File: config.mk
export PLATFORM = sky130hd
export DESIGN_NAME = memArbiter
export DESIGN_NICKNAME = d
export VERILOG_FILES = /design/src/wiscPkg.sv /design/src/memArbiter.sv
export SDC_FILE = /design/constraint.sdc
export NUM_CORES = 1
export LEC_CHECK = 0
export ABC_CLOCK_PERIOD_IN_PS = 2600
export BUFFER_PORTS_ARGS = -buffer_cell sky130_fd_sc_hd__buf_2
export CELL_PAD_IN_SITES_DETAIL_PLACEMENT = 2
export CELL_PAD_IN_SITES_GLOBAL_PLACEMENT = 2
export CORE_AREA = 2 2 80 82
export DETAILED_ROUTE_END_ITERATION = 12
export DIE_AREA = 0 0 82 84
export GPL_TIMING_DRIVEN = 0
export PLACE_DENSITY = 0.93
export SETUP_SLACK_MARGIN = 0.1
export SYNTH_ARGS = -nofsm -noshare
export SYNTH_HDL_FRONTEND = slang
export SYNTH_SLANG_ARGS = --single-unit
File: constraint.sdc
create_clock -name vclk -period 2.6
set_clock_uncertainty 0.2 [all_clocks]
set_input_delay 0.52 -clock vclk [all_inputs]
set_output_delay 0.52 -clock vclk [all_outputs]
set_load 0.03 [all_outputs]
File: src/wiscPkg.sv
// WISC core shared types
package wiscPkg;

    // Instructions, data and addresses are all one word wide
    typedef logic [15:0] wordT;

    // Index into the eight-entry register file
    typedef logic [2:0] regIdxT;

    // Opcode field, bits 15:11 of every instruction
    typedef enum logic [4:0] {
        opHalt = 5'b00000,
        opNop  = 5'b00001,
        opJ    = 5'b00100,
        opAddi = 5'b01000,
        opBeqz = 5'b01100,
        opSt   = 5'b10000,
        opLd   = 5'b10001,
        opAlu  = 5'b11011
    } opcodeT;

    // ALU functions; SUB computes Rt - Rs and ANDN computes Rs & ~Rt
    typedef enum logic [2:0] {
        aluAdd,
        aluSub,
        aluXor,
        aluAndn,
        aluPass
    } aluOpT;

    // Bubble inserted by the hazard unit
    localparam wordT nopInst = {5'b00001, 11'b0};

endpackage

File: src/memArbiter.sv
// Fixed-priority memory arbiter
`timescale 1ns/1ps
module memArbiter (
    input  logic          clk,
    input  logic          rst,
    input  logic          ldWe,
    input  wiscPkg::wordT ldAddr,
    input  wiscPkg::wordT ldData,
    input  logic          dReq,
    input  logic          dWe,
    input  wiscPkg::wordT dAddr,
    input  wiscPkg::wordT dWdata,
    input  logic          iReq,
    input  wiscPkg::wordT iAddr,
    output logic          gntD,
    output logic          gntI,
    output logic          memEn,
    output logic          memWe,
    output wiscPkg::wordT memAddr,
    output wiscPkg::wordT memWdata
);
    // Loader first, then the data port, fetch takes what is left
    assign gntD  = dReq && !ldWe;
    assign gntI  = iReq && !ldWe && !dReq;
    assign memEn = ldWe || dReq || iReq;
    assign memWe = ldWe || (gntD && dWe);

    always_comb begin
        if (ldWe) begin
            memAddr  = ldAddr;
            memWdata = ldData;
        end else if (dReq) begin
            memAddr  = dAddr;
            memWdata = dWdata;
        end else begin
            memAddr  = iAddr;
            memWdata = dWdata;
        end
    end

    // The data port never waits for the memory
    assert property (@(posedge clk) disable iff (rst) dReq |-> gntD)
        else $error("memArbiter: data port request not granted");

endmodule

==> key figures <==
Outcome
  • Status: complete, no violations

STA
  • Max-Slew Margin vs Limit: 66.92%
  • Max Freq: 468.1 MHz
  • Hold slack: 1.193 ns
  • Min Tclk post-route: 2.136 ns
  • Worst Max-Slew Pin Slew: 0.4962 ns
  • Fin crit share: 82.16%
  • RSZ-0062 raised after global routing: false
  • Final Hold Fails: 0
  • Final setup violation count: 0
  • Max-slew violations: 0
  • Setup TNS: 0 ns

Synthesis
  • Part of the Yosys area used for sequential elements: 0%
  • Synth top area share: 35.29%
  • Area leader, netlist: mux2_4
  • Distinct cell type count after synthesis: 13
  • Synth Net Count: 162
  • Post-Syn Area: 638.1 µm²
  • Post-Syn Area per Cell: 8.396 µm²
  • Synth Instances: 76
  • Synth Warn #: 0
  • Synth top area cells: mux2_4 (35%), mux2i_1 (25%), o21ai_0 (13%), nand2_1 (9.4%), buf_6 (7.1%)

GRT
  • GR Overflow Total: 0
  • Initial antenna violation count: 0
  • Vias in the first global route: 1149
  • First-pass GRT wire length: 5423 µm
  • Tot GR Track Use: 9.876%
  • Largest net degree at the start of global routing: 11

Clocking
  • # hold bufs at CTS: 0
  • Post-CTS Resized: 0
  • Postcts setup bufs: 0

Die
  • Area of the core: 6096 µm²
  • Die W: 82 µm
  • Starting Density: 10.47%
  • Number of top-level pins: 122
  • Die ar.: 6888 µm²
  • Num rows: 29
  • Die Y: 84 µm

Place
  • Gpl congestion: 0.6046
  • Placed instance count: 271
  • Detail Placement HPWL: 3279 µm
  • Placed cell areas: 1325 µm²
  • Port-buffer cells: 118

Drt
  • WL/cell: 13.59 µm
  • DR pass1 iterations: 2
  • Final antenna-violating net count: 0
  • Starting DRT DRC Count: 16
  • Drt drc: 0
  • Vias per inst: 3.889
  • Final Routed Wirelength: 3684 µm
  • Vias: 1054

Cells and area
  • Reg area: 0 µm²
  • Total Nets Final: 282
  • # clk buffers: 0
  • Final cell count without fillers: 271
  • Share of cells above drive strength 1: 72.68%
  • Area growth, synth to finish: 107.6%
  • Diodes inserted: 0
  • Post-route cell area: 1325 µm²
  • Fin util: 21.74%
  • FILL cells: 743
  • Seq Cell Count: 0

Critical path
  • Crit path largest cell delay: 0.40 ns
  • Critical Path End: memAddr[2]
  • Critical path launch point type: input pin
  • Worst Path Max Fanout: 10
  • Critical path data arrival time: 1.42 ns
  • WP data required: 1.88 ns
  • Critical Path End Type: output pin
  • Critical Path Start: ldWe
  • Slowest-stage cell, CP: clkbuf_1
  • CP cell instances: buf_6 -> clkbuf_1 -> o21ai_0 -> buf_2
  • CP Buf/Inv Count: 3
  • Delay-heaviest family, CP: buffers and inverters
  • Crit Path Class: input pin to output pin
  • Critical Path Stages: 4

Hold path
  • Hold/Removal Path Class: input pin to output pin

Job
  • MaxCap Viol Count: 0

Pwr
  • Pwr dens: 224.0 nW/µm²
  • Leak: 0.7972 nW
  • Worst-case vdd ir drop: 60.68 µV
-- worst min-delay path, cell delays in order --
cell	delay, ns
buf_2	0.08
or3_1	0.08
buf_2	0.19
-- worst min path at each step --
| stage | startpoint | slack (ns) | end | cells after the start |
|---|---|---|---|---|
| 6_report | iReq | 1.19 | memEn | 3 |
| 5_1_grt | dWe | 1.22 | memWe | 3 |
| 2_1_floorplan | ldData[0] | 1.02 | memWdata[0] | 1 |
| 3_3_place_gp | dWe | 1.19 | memWe | 3 |
| 4_1_cts | iReq | 1.20 | memEn | 3 |
| 3_5_place_dp | iReq | 1.20 | memEn | 3 |
-- metal layers --
| metal | track usage (%) | part of all wire, % | up-vias |
|---|---|---|---|
| met5 | 0 | 0 | - |
| met4 | 0.6061 | 0.49 | 0 |
| met3 | 1.407 | 10 | 2 |
| met2 | 21.88 | 58 | 62 |
| met1 | 9.156 | 32 | 481 |
| li1 | - | - | 509 |
-- per-stage QoR --
step	power [mW]	worst slack, ns
finish	0.2968	0.4638
CTS	0.3028	0.3720
global placement	0.2937	0.4173
global route	0.3213	0.2545
detailed placement	0.3023	0.3754
floorplan	0.1837	0.3462
-- final cells by class --
cell class         count  area (µm²)  area share [%]
multi-input cells     68       564.3           42.59
repair buffers       118       590.6           44.57
plain buffers          8       73.82           5.571
well taps             77       96.34           7.271
-- cell families after synthesis --
group | synth area share (%)
buf+inv | 11.57
simple gates | 12.55
compound gates | 13.73
mux | 62.16
-- cell usage after synthesis --
cell / count
mux2_4: 15
or3_1: 1
nor3b_1: 1
buf_8: 1
nor2b_1: 1
nand2_1: 16
buf_2: 2
mux2_2: 1
buf_6: 4
clkbuf_1: 1
o21ai_0: 16
a21o_1: 1
mux2i_1: 16
-- placed cells by master (no fill, tap or decap) --
cell        n
mux2i_1    16
nor2b_1     1
nor3b_1     1
nand2_1    16
or3_1       1
o21ai_0    16
a21o_1      1
mux2_2      1
mux2_4     15
clkbuf_1    1
buf_6       4
buf_8       1
buf_2     120
-- power by group --
group / total [mW] / internal (mW) / leakage, nW / switching, mW
Clock: 0 / 0 / 0 / 0
Sequential: 0 / 0 / 0 / 0
Combinational: 0.297 / 0.130 / 0.797 / 0.167
Power figures use the tool's default switching activity.
