<file path="config.mk">
export PLATFORM = sky130hd
export DESIGN_NAME = memStage
export DESIGN_NICKNAME = d
export VERILOG_FILES = /design/src/wiscPkg.sv /design/src/memStage.sv
export SDC_FILE = /design/constraint.sdc
export NUM_CORES = 1
export LEC_CHECK = 0
export ABC_AREA = 0
export BUFFER_PORTS_ARGS = -buffer_cell sky130_fd_sc_hd__clkbuf_2
export CAP_MARGIN = 15
export CORE_MARGIN = 1
export CORE_UTILIZATION = 33
export DETAILED_ROUTE_END_ITERATION = 12
export PLACE_DENSITY_LB_ADDON = 0.08
export SYNTH_ARGS = -nofsm -noshare
export SYNTH_HDL_FRONTEND = slang
export SYNTH_SLANG_ARGS = --single-unit
</file>
<file path="constraint.sdc">
create_clock -name clk -period 1.4 [get_ports clk]
set_input_delay 0.42 -clock clk [delete_from_list [all_inputs] [get_ports clk]]
set_output_delay 0.42 -clock clk [all_outputs]
set_load 0.02 [all_outputs]
</file>
<file path="src/wiscPkg.sv">
// WISC core shared types
package wiscPkg;

    // Instructions, data and addresses are all one word wide
    typedef logic [15:0] wordT;

    // Index into the eight-entry register file
    typedef logic [2:0] regIdxT;

    // Opcode field, bits 15:11 of every instruction
    typedef enum logic [4:0] {
        opHalt = 5'b00000,
        opNop  = 5'b00001,
        opJ    = 5'b00100,
        opAddi = 5'b01000,
        opBeqz = 5'b01100,
        opSt   = 5'b10000,
        opLd   = 5'b10001,
        opAlu  = 5'b11011
    } opcodeT;

    // ALU functions; SUB computes Rt - Rs and ANDN computes Rs & ~Rt
    typedef enum logic [2:0] {
        aluAdd,
        aluSub,
        aluXor,
        aluAndn,
        aluPass
    } aluOpT;

    // Bubble inserted by the hazard unit
    localparam wordT nopInst = {5'b00001, 11'b0};

endpackage

</file>
<file path="src/memStage.sv">
// Memory access and writeback
`timescale 1ns/1ps
module memStage (
    input  logic            clk,
    input  logic            rst,
    input  wiscPkg::wordT   aluRes,
    input  wiscPkg::wordT   storeData,
    input  wiscPkg::regIdxT destReg,
    input  logic            regWrt,
    input  logic            isLoad,
    input  logic            isStore,
    input  logic            isHalt,
    output logic            dReq,
    output logic            dWe,
    output wiscPkg::wordT   dAddr,
    output wiscPkg::wordT   dWdata,
    input  logic            gntD,
    input  wiscPkg::wordT   memRdata,
    output logic            regWrtM,
    output wiscPkg::regIdxT wrtRegM,
    output logic            regWrtW,
    output wiscPkg::regIdxT wrtRegW,
    output logic            wbEn,
    output wiscPkg::regIdxT wbReg,
    output wiscPkg::wordT   wbData,
    output logic            halted
);
    wiscPkg::wordT wRes;
    logic          wLoad;

    // Nothing behind a HALT touches memory
    assign dReq   = (isLoad || isStore) && !halted;
    assign dWe    = isStore;
    assign dAddr  = aluRes;
    assign dWdata = storeData;

    assign regWrtM = regWrt;
    assign wrtRegM = destReg;
    assign regWrtW = wbEn;
    assign wrtRegW = wbReg;

    // Load data returns during W
    assign wbData = wLoad ? memRdata : wRes;

    // M/W register and halt latch
    always_ff @(posedge clk) begin
        if (rst) begin
            wbEn   <= 1'b0;
            wLoad  <= 1'b0;
            halted <= 1'b0;
        end else begin
            wbEn  <= regWrt && !halted;
            wLoad <= gntD && !dWe;
            if (isHalt) begin
                halted <= 1'b1;
            end
        end
    end

    always_ff @(posedge clk) begin
        wRes  <= aluRes;
        wbReg <= destReg;
    end

endmodule

</file>
==> results.txt <==
----------------------------------------------------
[Run status]
  Result of the run ... finished, violations left
  Violated checks ... DRC, setup timing

[Timing]
  Ratio of final minimum period to clock period ... 122%
  Number of setup violations in the final report ... 16
  Tmin final ... 1710 ps
  Highest clock rate ... 585 MHz
  Unrepaired setup endpoints after global routing ... yes
  Worst Tran Pin Value ... 159 ps
  Max_slew headroom ... 89.4%
  Fin Clk Skew ... 0.275 ps
  Number of failing hold endpoints at the final stage ... 0
  Number of pins with negative max-slew slack in the final report ... 0
  Final-layout worst hold slack ... 228 ps
  Post-route worst setup slack ... -308 ps

[GRT]
  Number of global-route vias before repair ... 657
  Initial antenna violation count ... 0
  Total congestion overflow ... 0
  All-Layer GR Usage ... 11.5%
  Wire length of the first global-routing pass ... 2860 um
  Maximum number of pins on one net before global-route repair ... 12

[Synth]
  Post-synth design cell area ... 0.00103 mm^2
  YS warnings ... 0
  Primary FF master, synth ... dfxtp_1
  Distinct cell type count of the synthesized netlist ... 8
  Post-synth top area cell ... dfxtp_1
  Post-synthesis register bit count ... 22
  Share of synthesized flip-flops with an asynchronous set or reset ... 0%
  Average cell area after synthesis ... 12.1 um^2
  Nets in the synthesized netlist ... 143
  Synthesized instance count ... 85
  Area share of the largest cell type after synthesis ... 42.7%
  Post-synth EDFFs ... 0
  Top cell types by occurrence after synthesis ... buf_4, dfxtp_1, mux2_4
  Top cells by area, synth ... dfxtp_1, buf_4, mux2_4
  Most frequent cell after synthesis ... buf_4
  Fraction of the yosys area taken by sequential cells ... 42.7%

[Place]
  Buffers on Ports ... 88
  DP Worst Slack ... -28.6 ps
  Placed cell areas ... 0.00119 mm^2
  Final RePlAce weighted congestion ... 0.627

[Floorplan]
  Die footprint ... 0.00336 mm^2
  Total core area ... 0.00285 mm^2
  Die width ... 57.9 um
  Row count ... 19
  Die H ... 57.9 um
  Initial cell density of the core ... 36.2%
  Number of ports placed on the die boundary ... 121

[Layout]
  Area occupied by registers ... 445 um^2
  Fillers ... 260
  Number of antenna cells inserted ... 0
  Area of the multi-input gates ... 282 um^2
  Final instance area ... 0.00142 mm^2
  Layout-stage area growth over the synthesis result ... 37.9%
  Fraction of final layout cells with drive strength greater than 1 ... 83.8%
  Fin nets ... 196

[Routing]
  First-iteration detailed-routing DRC count ... 19
  Routed via count divided by cell count ... 4.34
  Number of routed nets with antenna violations ... 0
  1st-pass router iterations ... 8
  Final routed wirelength across all metal layers ... 2010 um
  Via count ... 724
  Wire length per cell after detailed routing ... 12.0 um
  Post-route DRC ... 8

[Pwr]
  Leakage power summed over all cells ... 0.761 nW
  PwrDens ... 949 mW/mm^2
  Worst-case vdd ir drop ... 456 uV

[Critical path]
  Launching element type of the critical path ... register
  Crit end category ... output port
  Endpoint arrival time on the critical path ... 1290 ps
  Kind of critical path ... register to output port
  Largest fanout on the critical path ... 8
  Required time of the critical path ... 980 ps

[CTS]
  Maximum buffer depth of the clock tree ... 2
  # hold bufs at CTS ... 0
  Clock network latency to the later pin of the worst-skew pair ... 300 ps
  H-tree depth reported by CTS ... 1
  CTS Root Buffer Type ... clkbuf_4
  Number of buffers added by the clock tree synthesis step ... 3
  CTS Sinks ... 22
  CTS tree ... built
  Clock-pin transition on the worst setup and hold timing paths ... 110 ps

[Min path]
  Worst min-delay path category ... input port to register

[Run]
  MaxCap Viol Count ... 0

----------------------------------------------------
report_power, final:
part	switching (mW)	internal, mW
logic	0.187	0.217
registers	0.0121	0.659
clock network	0.176	0.100
total	0.375	0.976
kinds of logic after synthesis:
kind of cell,after synthesis,share of synthesized area (%)
buf+inv,43,32.8
simple gates,2,1.45
compound gates,2,1.94
flops,22,42.7
mux,16,21.1
layer usage:
layer	vias to the layer above	global-route usage (%)	wire [um]
met1	313	10.7	649
met2	50	20.7	1090
met4	0	6.12	70
met3	18	5.58	206
li1	343	-	-
met5	-	0	0
stage by stage:
stage / utilization [%] / TNS, ps / power, mW / instances
2_1_floorplan: - / 0 / 0.983 / 85
3_3_place_gp: 41.8 / -128 / 1.00 / 162
3_5_place_dp: 41.8 / -155 / 1.00 / 162
4_1_cts: 47.8 / -5540 / 1.34 / 167
5_1_grt: 49.9 / -5810 / 1.43 / 167
6_report: 49.9 / -4740 / 1.35 / 167
registers in the layout (all words and copies together), names as in the netlist:
signal / flops
wRes: 16
wbReg: 3
halted: 1
regWrtW: 1
wLoad: 1
critical path: stages (launching register included):
cell and delay, ps:
dfxtp_4 400, buf_12 140, mux2_4 320, buf_8 130
cell usage in the layout, fill, tap and decap left out, drive strengths merged:
cell,instances
buf,20
clkbuf,74
dfxtp,22
mux2,16
nor3b,2
o21ba,2
worst paths after layout:
| check | end | startpoint | slack, ps | depth (start not counted) |
|---|---|---|---|---|
| max | wbData[11] | wLoad$_SDFF_PP0_ | -310 | 3 |
| min | wRes[6]$_DFF_P_ | aluRes[6] | 230 | 1 |
| max reg2reg | halted$_SDFFE_PP0P_ | halted$_SDFFE_PP0P_ | 640 | 2 |
| min reg2reg | regWrtW$_SDFF_PP0_ | halted$_SDFFE_PP0P_ | 530 | 2 |
repair_timing:
action	4_1_cts	5_1_grt
gates resized for setup	28	33
buffers inserted	1	0
cloned	1	0
pin swaps	0	0
setup endpoints to repair	17	17
layout make-up:
| class | instances | share of cell area (%) |
|---|---|---|
| clock buffers | 3 | 1.58 |
| flip-flops and latches | 22 | 31.3 |
| well taps | 31 | 2.72 |
| multi-input cells | 20 | 19.8 |
| repair buffers | 91 | 44.6 |
No activity file was read; power rests on OpenSTA's default activity.
