**src/wiscPkg.sv**
```systemverilog
// WISC core shared types
package wiscPkg;

    // Instructions, data and addresses are all one word wide
    typedef logic [15:0] wordT;

    // Index into the eight-entry register file
    typedef logic [2:0] regIdxT;

    // Opcode field, bits 15:11 of every instruction
    typedef enum logic [4:0] {
        opHalt = 5'b00000,
        opNop  = 5'b00001,
        opJ    = 5'b00100,
        opAddi = 5'b01000,
        opBeqz = 5'b01100,
        opSt   = 5'b10000,
        opLd   = 5'b10001,
        opAlu  = 5'b11011
    } opcodeT;

    // ALU functions; SUB computes Rt - Rs and ANDN computes Rs & ~Rt
    typedef enum logic [2:0] {
        aluAdd,
        aluSub,
        aluXor,
        aluAndn,
        aluPass
    } aluOpT;

    // Bubble inserted by the hazard unit
    localparam wordT nopInst = {5'b00001, 11'b0};

endpackage

```
**src/decodeStage.sv**
```systemverilog
// Decode stage and register file
`timescale 1ns/1ps
module decodeStage (
    input  logic            clk,
    input  logic            rst,
    input  wiscPkg::wordT   nextInst,
    input  wiscPkg::wordT   fetchPc,
    input  logic            branchInstF,
    input  logic            wbEn,
    input  wiscPkg::regIdxT wbReg,
    input  wiscPkg::wordT   wbData,
    output logic            regWrtD,
    output wiscPkg::regIdxT wrtRegD,
    output logic            branchInstD,
    output wiscPkg::wordT   opA,
    output wiscPkg::wordT   opB,
    output wiscPkg::wordT   imm,
    output wiscPkg::aluOpT  aluOp,
    output wiscPkg::regIdxT destReg,
    output logic            regWrt,
    output logic            isLoad,
    output logic            isStore,
    output logic            isBeqz,
    output logic            isJump,
    output logic            isHalt,
    output wiscPkg::wordT   pcOut
);
    wiscPkg::wordT   regs [8];
    wiscPkg::wordT   dInst;
    wiscPkg::wordT   dPc;
    wiscPkg::wordT   dImm;
    wiscPkg::opcodeT dOp;
    wiscPkg::aluOpT  dAluOp;
    logic            immOperand;
    logic            dLoad;
    logic            dStore;
    logic            dBeqz;
    logic            dJump;
    logic            dHalt;

    assign dOp = wiscPkg::opcodeT'(dInst[15:11]);

    // Instruction register at the head of D
    always_ff @(posedge clk) begin
        if (rst) begin
            dInst       <= wiscPkg::nopInst;
            branchInstD <= 1'b0;
        end else begin
            dInst       <= nextInst;
            branchInstD <= branchInstF;
        end
    end

    always_ff @(posedge clk) begin
        dPc <= fetchPc;
    end

    // Written at the edge that ends W
    always_ff @(posedge clk) begin
        if (wbEn) begin
            regs[wbReg] <= wbData;
        end
    end

    always_comb begin
        regWrtD    = 1'b0;
        wrtRegD    = dInst[7:5];
        dAluOp     = wiscPkg::aluPass;
        immOperand = 1'b0;
        dLoad      = 1'b0;
        dStore     = 1'b0;
        dBeqz      = 1'b0;
        dJump      = 1'b0;
        dHalt      = 1'b0;
        dImm       = {{11{dInst[4]}}, dInst[4:0]};
        case (dOp)
            wiscPkg::opAlu: begin
                regWrtD = 1'b1;
                wrtRegD = dInst[4:2];
                case (dInst[1:0])
                    2'b00: dAluOp = wiscPkg::aluAdd;
                    2'b01: dAluOp = wiscPkg::aluSub;
                    2'b10: dAluOp = wiscPkg::aluXor;
                    default: dAluOp = wiscPkg::aluAndn;
                endcase
            end
            wiscPkg::opAddi: begin
                regWrtD    = 1'b1;
                dAluOp     = wiscPkg::aluAdd;
                immOperand = 1'b1;
            end
            wiscPkg::opLd: begin
                regWrtD    = 1'b1;
                dAluOp     = wiscPkg::aluAdd;
                immOperand = 1'b1;
                dLoad      = 1'b1;
            end
            // Store keeps Rt in opB as its data, X adds imm for the address
            wiscPkg::opSt: begin
                dAluOp = wiscPkg::aluAdd;
                dStore = 1'b1;
            end
            wiscPkg::opBeqz: begin
                dBeqz = 1'b1;
                dImm  = {{8{dInst[7]}}, dInst[7:0]};
            end
            wiscPkg::opJ: begin
                dJump = 1'b1;
                dImm  = {{5{dInst[10]}}, dInst[10:0]};
            end
            wiscPkg::opHalt: begin
                dHalt = 1'b1;
            end
            default: begin
            end
        endcase
    end

    // D/X register
    always_ff @(posedge clk) begin
        if (rst) begin
            regWrt  <= 1'b0;
            isLoad  <= 1'b0;
            isStore <= 1'b0;
            isBeqz  <= 1'b0;
            isJump  <= 1'b0;
            isHalt  <= 1'b0;
        end else begin
            regWrt  <= regWrtD;
            isLoad  <= dLoad;
            isStore <= dStore;
            isBeqz  <= dBeqz;
            isJump  <= dJump;
            isHalt  <= dHalt;
        end
    end

    always_ff @(posedge clk) begin
        opA     <= regs[dInst[10:8]];
        opB     <= immOperand ? dImm : regs[dInst[7:5]];
        imm     <= dImm;
        aluOp   <= dAluOp;
        destReg <= wrtRegD;
        pcOut   <= dPc;
    end

endmodule

```
**config.mk**
```make
export PLATFORM = sky130hd
export DESIGN_NAME = decodeStage
export DESIGN_NICKNAME = d
export VERILOG_FILES = /design/src/wiscPkg.sv /design/src/decodeStage.sv
export SDC_FILE = /design/constraint.sdc
export NUM_CORES = 1
export LEC_CHECK = 0
export BUFFER_PORTS_ARGS = -buffer_cell sky130_fd_sc_hd__buf_2
export CAP_MARGIN = 5
export CORE_ASPECT_RATIO = 1.1
export CORE_MARGIN = 1
export CORE_UTILIZATION = 45
export CTS_CLUSTER_SIZE = 30
export DETAILED_ROUTE_END_ITERATION = 12
export GPL_TIMING_DRIVEN = 0
export PLACE_DENSITY = 0.75
export SYNTH_ARGS = -nofsm -noshare
export SYNTH_HDL_FRONTEND = slang
export SYNTH_SLANG_ARGS = --single-unit
export TNS_END_PERCENT = 100
```
**constraint.sdc**
```tcl
create_clock -name clk -period 4.4 [get_ports clk]
set_input_delay 0.44 -clock clk [delete_from_list [all_inputs] [get_ports clk]]
set_output_delay 0.44 -clock clk [all_outputs]
set_load 0.1 [all_outputs]
```
==> run summary <==
The floorplan step set the die width to 133 um. Ranked by instance count, the synthesized netlist is headed by 128 x edfxtp_1, 104 x dfxtp_1, 64 x mux4_2. Prevailing post-synth register cell: edfxtp_1. The detail route stage leaves a number of antenna-violating nets equal to 0. The tools report the root buffer selected by CTS as clkbuf_16. The post-route netlist has 46.7% of its cells at a drive strength greater than 1. The maximum net fanout on the critical path is 10, and the starting DRC count in detailed routing is 296.

For the pin with the worst max-slew slack, the measured transition is 0.922 ns. TritonCTS built the clock tree. The tools report the number of core rows as 52. In this run the critical register-to-register path is captured at opB[6]. By area the synthesized netlist is led by edfxtp_1 45%, dfxtp_1 25%, mux4_2 17%.

Number of buffers added by the clock tree synthesis step: 24. The post-detailed-route via-to-cell ratio was 5.21; the average wire per cell in the routed design was 20.4 um. The worst pin sits at a relative slew slack of 38.2%. The initial antenna violation count came out at 1. The run gives 509 as the post-synth net total.

The kind of start point of the critical path was a register. The path with the worst hold slack has its endpoint at dPc[15]. In the routed design, unresolved DRC markers number 0. The final route contains 4610 vias. The clock-pin slew reported for the worst setup and hold paths after clock tree synthesis came out at 0.06 ns. In the final design database the tool counted 679 nets.

For this design, the CTS-stage hold fixing added 0 buffers. The worst setup slack after placement was 2.11 ns. The number of buffers added on ports works out to 135.

The run finished with clean final reports. Yosys instantiated no cell more often than edfxtp_1. The number of gates given a new drive strength after cts came out at 0. The post-synthesis cell count was 454; the cell leakage power was 3.98 nW.

Once routing completed, OpenROAD measured the worst setup slack at 1.61 ns. Counting along the longest clock path gives a buffer depth of 3. The final critical path takes up 63.4% of the cycle. The type of destination of the critical path is an output pin. The clock arrives with 0.0150 ns of skew. Adding up every negative setup slack in the final design gives 0 ns. The synthesized design devotes to its leading area cell type 45.3% of total area.

Subtracting the final worst setup slack from the clock period gives 2.79 ns. The flip-flop and latch count after synthesis was 232. The worst hold path belongs to the class in2reg. The height of the die is 146 um. The weighted congestion reported at the end of routability-driven placement is 0.777. In the global route stage, overall resource usage came out at 19.3%. The die covers 19400 um2. Area of the multi-input gates: 2410 um2. Setup repair after global routing left no endpoint under its margin. Worst flop-to-flop path startpoint: dInst[14]. The number of standard cells in the layout, taps in and fillers out was 885.

Compared with the post-synthesis result, the final layout area differs by 23.0%. The number of max-slew violations in the final report was 0. Maximum number of pins on one net before global-route repair: 15. Timing would allow up to 0.359 GHz. Required time of the critical path: 3.96 ns.

The HPWL reported at the end of detailed placement was 12100 um. The worst hold path begins at fetchPc[15]. 0 antenna diodes ended up in the layout. For the area of all sequential standard cells, the log shows 5930 um2. The distinct cell type count after synthesis was 27.

The number of primary I/O pins is 136, and the total number of H-tree levels is 1. The later-pin clock latency in the skew report is 0.52 ns. The count of clock tree sinks came out at 232. Summed over all instances, the cell type with the most area after synthesis is edfxtp_1. The worst register-to-register path has a setup slack of 2.22 ns. For this configuration, the core starts out at a cell density of 46.1%. For this run, the share of the core covered by cells in the final layout is 56.7%. The number of instances on the worst hold path was 1; the first-pass GRT wire length was 28100 um. Setup violations remaining at the end of the flow were counted as 0. Maximum ir drop on the vdd rail: 328 uV.

The average size of a mapped cell was 18.7 um2. Worst reg2reg path depth: 5. Yosys printed 0 warnings. The logs give 4 for the detailed-routing iteration count for the pre-antenna-repair pass and 18400 um2 for the total core area. Number of global-route vias before repair: 4904. The aggregate global routing overflow is 0.

On the final layout, the worst hold slack is 0.0204 ns. The hold violation total from the final report was 0; the total wire length after detailed routing was 18000 um. In this run the power density over the cells is 497 nW/um2. The tools report the buffers inserted during post-CTS setup optimization as 0. The tools report the data arrival time of the critical path as 2.35 ns.

Counting flops with a built-in enable in the synthesized netlist gives 128. The async set-or-reset flop fraction in the synthesized netlist was 0%. The netlist area before placement came out at 8490 um2.

The sequential-to-total area share from yosys stat was 69.8%; the number of violations of the max-capacitance limit was 0. The critical path is of the reg2out type. The layout has 1402 filler cells. Once placement completed, the tool counted placed cells totaling 841.
## cells by family after synthesis
family / count (synthesis) / synth area share (%)
DFF: 232 / 69.8
AOI/OAI and AO/OA: 7 / 0.442
and+or+nand+nor: 62 / 4.10
buffers and inverters: 36 / 2.09
muxes: 117 / 23.6
## metal layers
layer  global-route usage (%)  wire [um]  share of wire, %
met4                     5.00        363               2.0
met2                     32.3       8890                49
met5                        0          0                 0
met3                     3.72       1700               9.4
met1                     26.0       7080                39
## flip-flops by register name, indices dropped and copies added (netlist names), 3 cells and up
signal and cells:
opB 16, imm 11, opA 16, regs 128
dPc 16, dInst 16, aluOp 3, destReg 3
pcOut 16
## worst max-delay path, stage by stage (launching register included)
cell	delay [ns]
dfxtp_1	0.30
buf_2	0.17
clkbuf_1	0.63
mux2_2	0.31
buf_2	0.43
## final cells by class
cell class	instances	share of cell area (%)
flip-flops and latches	232	56.7
multi-input cells	186	23.1
repair buffers	144	7.98
clock buffers	37	6.91
well taps	243	2.91
plain buffers	33	1.59
clock inverters	7	0.695
inverters	3	0.108
## where the power goes
part / internal [mW] / switching, mW / total (mW)
Sequential: 2.39 / 0.0392 / 2.43
Clock: 1.19 / 0.792 / 1.98
Combinational: 0.188 / 0.583 / 0.771
Total: 3.77 / 1.41 / 5.19
## through the flow
stage               cell area (um2)  power [mW]
floorplan                      8490        3.08
global placement               9470        3.23
detailed placement             9650        3.25
CTS                           10400        5.23
global route                  10400        5.34
finish                        10400        5.19
## worst max path at each step
stage            endpoint       from
6_report       wrtRegD[1]   dInst[6]
5_1_grt           regWrtD  dInst[11]
4_1_cts        wrtRegD[1]   dInst[6]
3_5_place_dp   wrtRegD[1]   dInst[6]
3_3_place_gp   regs[0][3]   wbReg[2]
2_1_floorplan     regWrtD  dInst[11]
## layout by cell type (no fill, tap or decap), types with 7 or more instances in the layout
cell type / instances
mux2_2: 24
dfxtp_1: 104
clkbuf_1: 20
clkbuf_16: 26
buf_2: 147
mux2i_1: 29
edfxtp_1: 128
nor2b_1: 17
mux4_2: 64
buf_4: 7
nand2_1: 12
No activity file was read; power rests on OpenSTA's default activity.
