==> config.mk <==
export PLATFORM = sky130hd
export DESIGN_NAME = hazardDetect
export DESIGN_NICKNAME = d
export VERILOG_FILES = /design/src/wiscPkg.sv /design/src/hazardDetect.sv
export SDC_FILE = /design/constraint.sdc
export NUM_CORES = 1
export LEC_CHECK = 0
export BUFFER_PORTS_ARGS = -buffer_cell sky130_fd_sc_hd__buf_2
export CORE_UTILIZATION = 38
export DETAILED_ROUTE_END_ITERATION = 10
export PLACE_DENSITY_LB_ADDON = 0.08
export SLEW_MARGIN = 40
export SYNTH_ARGS = -nofsm -noshare
export SYNTH_HDL_FRONTEND = slang
export SYNTH_SLANG_ARGS = --single-unit
==> constraint.sdc <==
create_clock -name vclk -period 1.8
set_input_delay 0.27 -clock vclk [all_inputs]
set_output_delay 0.27 -clock vclk [all_outputs]
set_load 0.01 [all_outputs]
==> src/wiscPkg.sv <==
// WISC core shared types
package wiscPkg;

    // Instructions, data and addresses are all one word wide
    typedef logic [15:0] wordT;

    // Index into the eight-entry register file
    typedef logic [2:0] regIdxT;

    // Opcode field, bits 15:11 of every instruction
    typedef enum logic [4:0] {
        opHalt = 5'b00000,
        opNop  = 5'b00001,
        opJ    = 5'b00100,
        opAddi = 5'b01000,
        opBeqz = 5'b01100,
        opSt   = 5'b10000,
        opLd   = 5'b10001,
        opAlu  = 5'b11011
    } opcodeT;

    // ALU functions; SUB computes Rt - Rs and ANDN computes Rs & ~Rt
    typedef enum logic [2:0] {
        aluAdd,
        aluSub,
        aluXor,
        aluAndn,
        aluPass
    } aluOpT;

    // Bubble inserted by the hazard unit
    localparam wordT nopInst = {5'b00001, 11'b0};

endpackage

==> src/hazardDetect.sv <==
// RAW and control hazard detection
`timescale 1ns/1ps
module hazardDetect (
    input  wiscPkg::wordT   fetchInst,
    input  logic            fetchValid,
    input  logic            regWrtD,
    input  logic            regWrtX,
    input  logic            regWrtM,
    input  logic            regWrtW,
    input  wiscPkg::regIdxT wrtRegD,
    input  wiscPkg::regIdxT wrtRegX,
    input  wiscPkg::regIdxT wrtRegM,
    input  wiscPkg::regIdxT wrtRegW,
    input  logic            branchInstD,
    input  logic            branchInstX,
    output wiscPkg::wordT   nextInst,
    output logic            pcNop,
    output logic            branchInstF
);
    wiscPkg::opcodeT op;
    logic            readRs;
    logic            readRt;
    logic            isCtrl;
    logic            rsHazard;
    logic            rtHazard;

    // True when any later stage is about to write register r
    function automatic logic pendingWrite(input wiscPkg::regIdxT r);
        pendingWrite = (regWrtD && r == wrtRegD) || (regWrtX && r == wrtRegX) ||
                       (regWrtM && r == wrtRegM) || (regWrtW && r == wrtRegW);
    endfunction

    assign op = wiscPkg::opcodeT'(fetchInst[15:11]);

    // Which source fields each opcode reads
    always_comb begin
        readRs = 1'b0;
        readRt = 1'b0;
        isCtrl = 1'b0;
        case (op)
            // Rs and Rt, ST reads its data register from bits 7:5
            wiscPkg::opAlu,
            wiscPkg::opSt: begin
                readRs = 1'b1;
                readRt = 1'b1;
            end
            wiscPkg::opAddi,
            wiscPkg::opLd: begin
                readRs = 1'b1;
            end
            wiscPkg::opBeqz: begin
                readRs = 1'b1;
                isCtrl = 1'b1;
            end
            wiscPkg::opJ: begin
                isCtrl = 1'b1;
            end
            // NOP and HALT read nothing
            default: begin
            end
        endcase
    end

    assign rsHazard = readRs && pendingWrite(fetchInst[10:8]);
    assign rtHazard = readRt && pendingWrite(fetchInst[7:5]);

    // Any conflict, or a branch still unresolved, holds fetch and sends a bubble
    assign pcNop       = fetchValid && (rsHazard || rtHazard || branchInstD || branchInstX);
    assign nextInst    = (fetchValid && !pcNop) ? fetchInst : wiscPkg::nopInst;
    assign branchInstF = fetchValid && !pcNop && isCtrl;

endmodule

==> flow_metrics.tcl, run 1 <==
set metrics [dict create \
    dieWidth_um 39.4 \
    drc 0 \
    routabilityCongestion 0.710 \
    grt_pass1_vias 501 \
    hold_viol_final 0 \
    rsz0062_at_grt "true" \
    track_usage_pct 20.1 \
    layout-drive-gt1-share_pct 62.0 \
    initial_core_util_pct 40.9 \
    arrival_ps 1660 \
    worstSetupPathType "in -> out" \
    synth_top_area_share_pct 39.5 \
    synth_cell_type_count 18 \
    yosys_warnings 0 \
    diodes 0 \
    syn_avg_cell_area_sq_um 7.09 \
    routedWlPerCell_um 13.1 \
    leakage_nw 0.525 \
    die_area_sq_um 1550 \
    relSlewSlack_pct 81.7 \
    required_ps 1530 \
    seq_area_sq_um 0 \
    placed_area_sq_um 805 \
    nClkBuffers 0 \
    gr-total-overflow 0 \
    synthMostInstantiatedCell "xnor2_1" \
    setup_viol 17 \
    syn_area_sq_um 532 \
    finalPower_mw 0.226 \
    fin_crit_ps 1930 \
    ant_nets 0 \
    seq_cell_count 0 \
    grt_pass1_wl_mm 2.20 \
    tightestPinTransition_ps 274 \
    cp-start-kind "input port" \
    synth.top_cells.by_area "xnor2_1 (40%), and2_1 (18%), nand4_1 (9.4%)" \
    fin_ws_ps -131 \
    place_hpwl_mm 1.27 \
    violations "negative setup slack" \
    hold_path_class "in -> out" \
    area_growth_syn_to_layout_pct 101 \
    drtIter0Drc 8 \
    netlist_instances 75 \
    firstDrtPassIters 4 \
    ys_top_cells_by_count "xnor2_1 (24), and2_1 (15), nand4_1 (8), nand2_1 (5), nor2_1 (4)" \
    fin_nets 166 \
    die_y_um 39.4 \
    yosysSeqAreaShare_pct 0 \
    cp-end-kind "output pin" \
    antenna_found_initial 0 \
    powerDensity_nw_per_um2 212 \
    peakVddDrop_mv 0.130 \
    finalCritPeriodShare_pct 107 \
    grt_max_degree 7 \
    yosys.area.top_type "xnor2_1" \
    status "finished with violations" \
    design_area_sq_um 1070 \
    routed_wl_mm 1.89 \
    core_area_sq_um 1300 \
    num_vias 736 \
    maxCapViolCount 0 \
    nFillCells 87 \
    slew_violations 0 \
    cts_hold_buf 0 \
    core.rowCount 13 \
    cp_max_fo 6 \
    max_clock_freq_mhz 518 \
    syn_nets 110 \
    ios 53 \
    io_buffers 53 \
    viasPerCell 5.11 \
]
## timing repair
item | CTS | global route
pin swaps | 17 | 22
gates cloned | 1 | 0
endpoints found under the setup margin | 16 | 18
gates resized for setup | 23 | 34
buffers inserted | 2 | 0
## placed cells by master, fill, tap and decap left out, drive strengths merged
cell type / Yosys / layout
buf: 7 / 61
xnor2: 24 / 24
and2: 15 / 15
nand4: 8 / 8
nand2: 5 / 5
nor2: 4 / 4
a21oi: 2 / 2
nand2b: 2 / 2
nor3b: 1 / 1
nand3: 1 / 1
o22a: 1 / 1
or3: 1 / 1
o21a: 1 / 1
nor3: 1 / 1
o41a: 1 / 1
and4b: 1 / 1
## stage by stage
stage                     setup TNS (ps)  hold slack [ps]  setup slack [ps]  utilization (%)  std cells
final                              -1610              830              -131             82.0        144
after global routing               -3090              847              -228             82.0        144
after CTS                           -774              830             -75.9             70.5        144
after detailed placement           -1470              825              -121             61.8        141
after global placement             -1010              823             -75.7             61.8        141
after floorplan                        0              658              62.4                -         75
## kinds of logic after synthesis
group,after synthesis,share of synthesized area (%)
AO/OA/AOI/OAI,5,7.06
XOR/XNOR,24,39.5
buffers and inverters,7,9.18
AND/OR/NAND/NOR,39,44.2
## per-layer routing
metal	vias up	part of all wire (%)	global-route usage, %
li1	358	-	-
met1	336	33	23.5
met2	36	57	41.4
met3	6	6.3	0.568
met4	0	3.3	0
met5	-	0	0
## layout make-up
type	count	area [sq um]	share of cell area (%)
Tap cell	15	18.8	1.76
Timing Repair Buffer	61	498	46.7
Multi-Input combinational cell	68	551	51.6
## worst max-delay path, cell delays in order
cell	delay, ps
buf_2	120
xnor2_1	140
nand4_1	100
nand2_1	60
o22a_1	230
nor3_4	310
buf_2	190
and2_1	120
buf_2	120
## power by group
part	internal [mW]	total, mW	switching (mW)
logic	0.135	0.226	0.0908
clock network	0	0	0
registers	0	0	0
## final timing paths
check | from | endpoint | slack (ps) | cells after the start
worst max-delay path | wrtRegD[2] | nextInst[2] | -130 | 9
worst min-delay path | fetchInst[2] | nextInst[2] | 830 | 3
No activity file was read; power rests on OpenSTA's default activity.
==> run 2: changes to the inputs <==
--- a/config.mk
+++ b/config.mk
@@ -6,7 +6,7 @@
 export NUM_CORES = 1
 export LEC_CHECK = 0
 export BUFFER_PORTS_ARGS = -buffer_cell sky130_fd_sc_hd__buf_2
-export CORE_UTILIZATION = 38
+export CORE_UTILIZATION = 35
 export DETAILED_ROUTE_END_ITERATION = 10
 export PLACE_DENSITY_LB_ADDON = 0.08
 export SLEW_MARGIN = 40
==> flow_metrics.tcl, run 2 (same netlist as run 1, synthesis figures left out) <==
set metrics [dict create \
    die_area_sq_um 1680 \
    grt_max_degree 7 \
    cp-start-kind "input port" \
    routedWlPerCell_um 11.8 \
    ios 53 \
    ant_nets 0 \
    hold_viol_final 0 \
    dpl_worst_slack_ps -60.5 \
    worstSetupPathType "in -> out" \
    cp_max_fo 6 \
    routed_wl_mm 1.71 \
    die_y_um 41.0 \
    drc 0 \
    maxCapViolCount 0 \
    nClkBuffers 0 \
    slew_violations 0 \
    finalPower_mw 0.215 \
    setup_viol 11 \
    design_area_sq_um 998 \
    placed_area_sq_um 812 \
    placed_cells 142 \
    rsz0062_at_grt "true" \
    mostFrequentLayoutCell "buf_2" \
    diodes 0 \
    fin_nets 167 \
    io_buffers 53 \
    antenna_found_initial 0 \
    hold_path_class "in -> out" \
    required_ps 1530 \
    fin_util_pct 74.0 \
    powerDensity_nw_per_um2 215 \
    initial_core_util_pct 39.4 \
    max_clock_freq_mhz 547 \
    cts_hold_buf 0 \
    grt_pass1_wl_mm 2.30 \
    final_cell_mix "buf_2 (39), xnor2_1 (20), buf_6 (11), and2_1 (9), buf_4 (9)" \
    fin_ws_ps -29.3 \
    leakage_nw 0.505 \
    place_hpwl_mm 1.36 \
    core_area_sq_um 1350 \
    viasPerCell 4.80 \
    layout-drive-gt1-share_pct 56.9 \
    cp-end-kind "output pin" \
    peakVddDrop_mv 0.142 \
    firstDrtPassIters 4 \
    finalCritPeriodShare_pct 102 \
    seq_cell_count 0 \
    gr-total-overflow 0 \
    grt_pass1_vias 572 \
    drtIter0Drc 8 \
    fin_setup_tns_ps -240 \
    track_usage_pct 19.8 \
    num_vias 696 \
    timing.hold.ws_ps 822 \
    core.rowCount 13 \
    routabilityCongestion 0.746 \
    dieWidth_um 41.0 \
    area_growth_syn_to_layout_pct 87.8 \
    instances_no_fill 145 \
    relSlewSlack_pct 86.0 \
    arrival_ps 1560 \
    tightestPinTransition_ps 210 \
    seq_area_sq_um 0 \
    status "finished with violations" \
    violations "negative setup slack" \
    fin_crit_ps 1830 \
]
-- run 2: critical path: stages --
cell and delay, ps:
buf_6 100, or3_1 380, a21oi_2 130, o21a_1 190, nor3_4 70, buf_4 150
and2_1 150, buf_2 130
-- run 2: final timing paths --
kind	start	to	depth (start not counted)
max	fetchInst[11]	nextInst[15]	8
min	fetchInst[1]	nextInst[1]	3
-- run 2: report_power, final --
group	total (mW)	switching, mW	internal [mW]
Combinational	0.215	0.0882	0.127
Clock	0	0	0
Sequential	0	0	0
-- run 2: routing by layer --
layer | up-vias | global-route usage, % | part of all wire (%)
met5 | - | 0 | 0
met4 | 0 | 0 | 0
met3 | 0 | 0.543 | 7.3
met2 | 32 | 42.2 | 55
met1 | 301 | 21.9 | 38
li1 | 363 | - | -
-- run 2: layout make-up --
type / count / area [sq um]
tap: 15 / 18.8
multi-input combinational: 68 / 543
timing repair buffer: 62 / 437
fill: 130 / 352
-- run 2: repair_timing --
action,in CTS,in global routing
gates resized for setup,22,14
gates cloned,1,0
buffers inserted,1,1
pin swaps,6,15
endpoints found under the setup margin,16,18
endpoints found under the hold margin,0,0
