==> config.mk <==
export PLATFORM = sky130hd
export DESIGN_NAME = executeStage
export DESIGN_NICKNAME = d
export VERILOG_FILES = /design/src/wiscPkg.sv /design/src/executeStage.sv
export SDC_FILE = /design/constraint.sdc
export NUM_CORES = 1
export LEC_CHECK = 0
export ABC_CLOCK_PERIOD_IN_PS = 2750
export BUFFER_PORTS_ARGS = -buffer_cell sky130_fd_sc_hd__buf_2
export CAP_MARGIN = 20
export CORE_MARGIN = 5
export CORE_UTILIZATION = 46
export DETAILED_ROUTE_END_ITERATION = 7
export GPL_TIMING_DRIVEN = 0
export MAX_ROUTING_LAYER = met4
export PLACE_DENSITY_LB_ADDON = 0.1
export SKIP_CTS_REPAIR_TIMING = 1
export SYNTH_ARGS = -nofsm -noshare
export SYNTH_HDL_FRONTEND = slang
export SYNTH_SLANG_ARGS = --single-unit
==> constraint.sdc <==
create_clock -name clk -period 2.75 [get_ports clk]
set_input_delay 0 -clock clk [delete_from_list [all_inputs] [get_ports clk]]
set_output_delay 0 -clock clk [all_outputs]
set_load 0.02 [all_outputs]
==> src/wiscPkg.sv <==
// WISC core shared types
package wiscPkg;

    // Instructions, data and addresses are all one word wide
    typedef logic [15:0] wordT;

    // Index into the eight-entry register file
    typedef logic [2:0] regIdxT;

    // Opcode field, bits 15:11 of every instruction
    typedef enum logic [4:0] {
        opHalt = 5'b00000,
        opNop  = 5'b00001,
        opJ    = 5'b00100,
        opAddi = 5'b01000,
        opBeqz = 5'b01100,
        opSt   = 5'b10000,
        opLd   = 5'b10001,
        opAlu  = 5'b11011
    } opcodeT;

    // ALU functions; SUB computes Rt - Rs and ANDN computes Rs & ~Rt
    typedef enum logic [2:0] {
        aluAdd,
        aluSub,
        aluXor,
        aluAndn,
        aluPass
    } aluOpT;

    // Bubble inserted by the hazard unit
    localparam wordT nopInst = {5'b00001, 11'b0};

endpackage

==> src/executeStage.sv <==
// Execute stage with branch resolution
`timescale 1ns/1ps
module executeStage (
    input  logic            clk,
    input  logic            rst,
    input  wiscPkg::wordT   opA,
    input  wiscPkg::wordT   opB,
    input  wiscPkg::wordT   imm,
    input  wiscPkg::aluOpT  aluOp,
    input  wiscPkg::regIdxT destReg,
    input  logic            regWrt,
    input  logic            isLoad,
    input  logic            isStore,
    input  logic            isBeqz,
    input  logic            isJump,
    input  logic            isHalt,
    input  wiscPkg::wordT   pcOut,
    output logic            redirect,
    output wiscPkg::wordT   redirectPc,
    output logic            regWrtX,
    output wiscPkg::regIdxT wrtRegX,
    output logic            branchInstX,
    output wiscPkg::wordT   aluRes,
    output wiscPkg::wordT   storeData,
    output wiscPkg::regIdxT mDestReg,
    output logic            mRegWrt,
    output logic            mIsLoad,
    output logic            mIsStore,
    output logic            mIsHalt
);
    wiscPkg::wordT aluB;
    wiscPkg::wordT result;

    assign aluB = isStore ? imm : opB;

    always_comb begin
        case (aluOp)
            wiscPkg::aluAdd:  result = opA + aluB;
            wiscPkg::aluSub:  result = aluB - opA;
            wiscPkg::aluXor:  result = opA ^ aluB;
            wiscPkg::aluAndn: result = opA & ~aluB;
            default:          result = opA;
        endcase
    end

    // Targets are relative to the following instruction
    assign redirect   = isJump || (isBeqz && opA == 16'd0);
    assign redirectPc = pcOut + 16'd1 + imm;

    assign regWrtX     = regWrt;
    assign wrtRegX     = destReg;
    assign branchInstX = isBeqz || isJump;

    // X/M register
    always_ff @(posedge clk) begin
        if (rst) begin
            mRegWrt  <= 1'b0;
            mIsLoad  <= 1'b0;
            mIsStore <= 1'b0;
            mIsHalt  <= 1'b0;
        end else begin
            mRegWrt  <= regWrt;
            mIsLoad  <= isLoad;
            mIsStore <= isStore;
            mIsHalt  <= isHalt;
        end
    end

    always_ff @(posedge clk) begin
        aluRes    <= result;
        storeData <= opB;
        mDestReg  <= destReg;
    end

endmodule

==> impl_metrics.csv, run 1 <==
group,metric,value,unit
status,status,"finished, violations left",
status,violations,"negative hold slack",
routing,wl_per_cell,15.2,um
timing,fmax,0.396,GHz
logic_synthesis,netlist_area,0.00354,sq mm
logic_synthesis,synth_top_family_by_area,"compound AO/OA/AOI/OAI gates",
logic_synthesis,synth.area.top_cells,"dfxtp_1 22%, ha_1 17%, mux2i_1 6.2%",
place,hpwlAfterDp,8.70,mm
die,initial_core_util,46.6,%
grt,grt_pass1_wl,16.9,mm
grt,grt_antenna_before_repair,0,
hold_path,min_path_type,"in2reg",
grt,grt_max_degree,14,
timing,relSlewSlack,46.5,%
routing,post-route-drc-count,0,
logic_synthesis,synth-compound-area-share,24.0,%
setup_path,worst-path-buf-inv,3,
grt,grt_usage,22.0,%
place,dpl-instance-area,0.00436,sq mm
die,row_count,32,
routing,via_per_inst,5.29,
layout,finalCoreUtilization,62.2,%
die,die_h,97.8,um
logic_synthesis,synth_seq_cells,39,
die,core_area,0.00761,sq mm
pwr,p_leak,2.38,nW
logic_synthesis,yosys.area_share.adder,17.7,%
die,io_pins,139,
setup_path,required,2960,ps
setup_path,crit_path_start_kind,"input port",
grt,grt_pass1_vias,3538,
logic_synthesis,muxShareOfSynthArea,6.85,%
timing,hold_violations,1,
cts,clock-sinks,39,
setup_path,worst-path-max-fanout,4,
cts,htree_levels,2,
logic_synthesis,ys_async_sr_fraction,0,%
pwr,ir_drop,208,uV
timing,setup_viol,0,
place,io_buffers,137,
grt,gr-total-overflow,0,
setup_path,cp-end-kind,"flop",
routing,dr.first_iter.drc_count,198,
timing,period_share,91.9,%
logic_synthesis,synth_ff_type,"dfxtp_1",
hold_path,min_from,"opA[5]",
timing,grt_setup_unrepaired,"no",
cts,cts_tree,"yes",
setup_path,cpLargestDelayFamily,"compound AO/OA/AOI/OAI gates",
logic_synthesis,netlist_top_cells_count,"47 x ha_1, 39 x dfxtp_1, 36 x nand2_1, 36 x nor2_1, 31 x inv_1",
die,die_w,97.8,um
cts,cts_buffers,5,
layout,area_growth,33.7,%
logic_synthesis,synth_cells,436,
logic_synthesis,synth-edff-count,0,
timing,period_needed,2530,ps
setup_path,worstPathCellList,"dlygate4sd3_1 > buf_2 > mux2i_1 > inv_1 > ha_1 > a21o_1 > a211oi_1 > a21oi_1 > a31o_1 > and2_1 > nor3_2",
layout,design_area,0.00473,sq mm
routing,drt-pass1-iter-count,4,
layout,drive_gt1_share,28.6,%
setup_path,endpoint,"aluRes[15]$_DFF_P_",
timing,worstMarginPinSlew,796,ps
timing,holdWs,-4.79,ps
logic_synthesis,synth_cell_types,61,
setup_path,critical_path_class,"in2reg",
cts,cts_buffer_depth,2,
timing,slew_violations,0,
setup_path,crit_start,"opB[4]",
layout,insertedDiodeCount,0,
logic_synthesis,synth-simple-area-share,16.7,%
logic_synthesis,syn_nets,563,
place,gp_congestion,0.920,
logic_synthesis,yosysMostFrequentCell,"ha_1",
logic_synthesis,synth_top_area_share,22.0,%
logic_synthesis,synth_xor_area_share,6.92,%
routing,totalWireLength,10.8,mm
routing,dr_total_vias,3743,
pwr,power.density,454,mW/mm^2
cts,clk_pin_slew,90,ps
flow_run,max_cap_violations,0,
setup_path,cp_slowest_stage_delay,550,ps
die,die_area,0.00956,sq mm
layout,final_nets,731,
logic_synthesis,ys_seq_area_share,22.0,%
pwr,totalPowerFinal,0.00215,W
cts,cts_root_buffer,"clkbuf_8",
timing,tns,0,ps
logic_synthesis,avgSynthCellArea,8.12,sq um
logic_synthesis,synth_top_area_cell,"dfxtp_1",
logic_synthesis,ys_warn_count,0,
setup_path,cp.depth,11,
setup_path,cpMaxStageDelayCell,"dlygate4sd3_1",
routing,ant_nets,0,
setup_path,critical_path_arrival,2740,ps
## power breakdown
| part | total (W) | switching, W | internal, W |
|---|---|---|---|
| clock | 0.000493 | 0.000223 | 0.000271 |
| combinational | 0.00103 | 0.000601 | 0.000429 |
| sequential | 0.000627 | 0.0000101 | 0.000617 |
| total | 0.00215 | 0.000834 | 0.00132 |
## cell usage in the layout (no fill, tap or decap), types with 5 or more instances in the layout
cell type      instances
nand2_1               36
nor2_1                35
clkbuf_8               5
xnor2_1               17
dlygate4sd3_1         24
o21ai_0               29
ha_1                  47
dfxtp_1               39
nor2b_1               11
xor2_1                11
buf_2                139
o22ai_1                7
clkbuf_1               7
a31oi_1                5
nor3_1                 8
inv_1                 31
a21oi_1               24
mux2i_1               22
a211oi_1               8
o21a_1                 6
a21o_1                12
## through the flow
stage | hold WS, ps | setup WS (ps) | instances
2_1_floorplan | 27.7 | 347 | 436
3_3_place_gp | 116 | -441 | 675
3_5_place_dp | 118 | -470 | 675
4_1_cts | -192 | -145 | 683
5_1_grt | 8.85 | 18.5 | 707
6_report | -4.79 | 222 | 707
## sequential cells by signal (all words and copies together) (netlist names)
signal,cells
mDestReg,3
mIsLoad,1
aluRes,16
mIsStore,1
mIsHalt,1
mRegWrt,1
storeData,16
## final cells by class
class / count / area [sq um]
sequential: 39 / 781
timing repair buffer: 161 / 926
clock buffer: 5 / 68.8
fill: 707 / 2870
multi-input combinational: 350 / 2580
clock inverter: 3 / 43.8
inverter: 31 / 116
tap: 102 / 128
buffer: 16 / 87.6
## layer usage
metal	GRT usage [%]	share of wire (%)	up-vias
li1	-	-	1908
met1	26.9	43	1690
met2	37.1	49	122
met3	4.21	5.4	23
met4	6.07	2.5	0
met5	-	0	-
## worst min path at each step
stage / cells after the start / slack, ps / endpoint
after floorplan: 0 / 30 / mDestReg[0]$_DFF_P_
after global routing: 3 / 9 / aluRes[5]$_DFF_P_
final: 3 / -5 / aluRes[5]$_DFF_P_
after global placement: 1 / 120 / storeData[1]$_DFF_P_
after CTS: 1 / -190 / mDestReg[0]$_DFF_P_
after detailed placement: 1 / 120 / storeData[3]$_DFF_P_
## kinds of logic (layout without fill, tap and decap cells)
group           count (synthesis)  count (layout)
buf+inv                        47             216
flops                          39              39
mux                            24              24
compound gates                126             126
simple gates                  123             123
fa+ha+maj                      49              49
xor+xnor                       28              28
Note: power is estimated with default switching activity, not from simulation.
==> run 2, diff against run 1 <==
- ABC_CLOCK_PERIOD_IN_PS: 2750 -> 2100
- CORE_UTILIZATION: 46 -> 45
- clock period: 2.75 -> 2.1 ns (I/O delays scaled with it)
==> run 2 against run 1 <==
The flow finishes with violations (negative hold slack, negative setup slack). Utilization is 5.5 points higher. Combinational power is 52% higher. Global-route usage hardly changed. Sequential share of layout area is 1.5 points lower. Clock power is 5.9% higher. Wire length is 7.7% higher. Die area is 2.0% higher. Worst hold slack worse by 5.7 ps. Design area is 9.9% higher. Critical path depth is 2 higher. Critical endpoint unchanged. Largest cell class unchanged. Largest power group unchanged.
==> impl_metrics.csv, run 2 (synthesis gave the netlist of run 1 again) <==
group,metric,value,unit
grt,grt_antenna_before_repair,0,
place,hpwlAfterDp,8.66,mm
grt,grt_usage,22.0,%
layout,final_common_cell,"buf_2",
place,dp_cells,675,
cts,cts_tree,"yes",
layout,num-fill-cells,647,
cts,cts_root_buffer,"clkbuf_8",
routing,drt-pass1-iter-count,4,
layout,drive_gt1_share,36.6,%
timing,worstMarginPinSlew,611,ps
grt,top_usage_layer,"met2",
place,io_buffers,137,
pwr,p_leak,2.55,nW
timing,fmax,0.426,GHz
layout,multi_input_area,0.00283,sq mm
timing,setup_ws,-247,ps
timing,slew_violations,0,
die,die_area,0.00975,sq mm
routing,via_per_inst,5.46,
pwr,ir_drop,319,uV
die,row_count,32,
layout,finalCoreUtilization,67.7,%
setup_path,critical_path_class,"in2reg",
pwr,totalPowerFinal,0.00291,W
cts,htree_levels,2,
layout,mostFrequentLayoutCells,"128 x buf_2, 43 x ha_1, 39 x dfxtp_1",
status,violations,"negative hold slack, negative setup slack",
setup_path,worst-path-max-fanout,5,
grt,grt_max_degree,13,
routing,post-route-drc-count,0,
setup_path,required,2330,ps
grt,grtUsageMet3,3.04,%
routing,totalWireLength,11.6,mm
routing,dr.first_iter.drc_count,145,
timing,hold_violations,1,
routing,wl_per_cell,15.9,um
flow_run,max_cap_violations,0,
place,gp_congestion,0.903,
cts,clk_pin_slew,90,ps
setup_path,critical_path_arrival,2580,ps
routing,dr_total_vias,3977,
layout,final_nets,752,
timing,setup_viol,4,
grt,grt_pass1_wl,17.1,mm
layout,largest_registers,"aluRes x16, storeData x16, mDestReg x3",
timing,period_share,112,%
die,io_pins,139,
hold_path,min_path_type,"in2reg",
setup_path,cp-end-kind,"flop",
die,die_w,98.7,um
timing,period_needed,2350,ps
die,initial_core_util,46.1,%
status,status,"finished, violations left",
pwr,power.density,559,mW/mm^2
cts,cts_buffer_depth,2,
layout,area_growth,46.9,%
timing,tns,-477,ps
grt,gr-total-overflow,0,
layout,insertedDiodeCount,0,
layout,design_area,0.00520,sq mm
layout,finalNonFillerCells,728,
timing,holdWs,-10.5,ps
timing,relSlewSlack,59.3,%
die,core_area,0.00769,sq mm
timing,grt_setup_unrepaired,"yes",
cts,clock-sinks,39,
grt,grt.met1_usage,27.4,%
cts,cts_buffers,5,
place,dpl-instance-area,0.00442,sq mm
grt,grt_pass1_vias,3695,
setup_path,crit_path_start_kind,"input port",
die,die_h,98.7,um
layout,regArea,781,sq um
routing,ant_nets,0,
grt,globalRouteMet2Util,37.4,%
run 2: changes by cell type in the layout (fill, tap and decap cells not counted), sizes merged:
cell	change
buf	+22
bufinv	-1
clkbuf	-1
clkinv	-1
clkinvlp	+1
dlygate4sd3	+1
run 2: routing by layer:
layer,vias to the layer above,part of all wire [%]
li1,1948,-
met1,1852,42
met2,154,50
met3,23,6.2
met4,0,2.1
met5,-,0
run 2: power by group:
group	internal [W]	leakage, nW	switching, W	total (W)
sequential	0.000808	0.329	0.0000135	0.000821
clock	0.000233	0.0412	0.000289	0.000522
combinational	0.000685	2.18	0.000881	0.00157
total	0.00173	2.55	0.00118	0.00291
run 2: final cells by class:
class	instances	share of cell area (%)
buffer	16	2.24
clock buffer	6	1.39
clock inverter	2	0.240
inverter	31	2.24
multi-input combinational	350	54.4
sequential	39	15.0
tap	102	2.45
timing repair buffer	182	22.1
run 2: worst paths after layout:
path,startpoint,end,slack [ps],cells after the start
worst max-delay path,opA[4],aluRes[15]$_DFF_P_,-250,13
worst min-delay path,opA[1],aluRes[1]$_DFF_P_,-10,3
run 2: critical path, stage by stage:
cell and delay [ps]:
buf_8 100, nor4_4 280, buf_6 170, and3_4 220
a21oi_2 60, xnor2_1 160, ha_2 330, a21o_1 200
a21o_1 180, a221o_1 330, a31o_1 230, and2_4 160
nor3_4 150
run 2: stage by stage:
stage / setup WS (ps) / hold slack [ps]
final: -247 / -10.5
after global routing: -357 / 38.8
after CTS: -373 / -189
after detailed placement: -674 / 119
after global placement: -710 / 116
after floorplan: -132 / 27.7
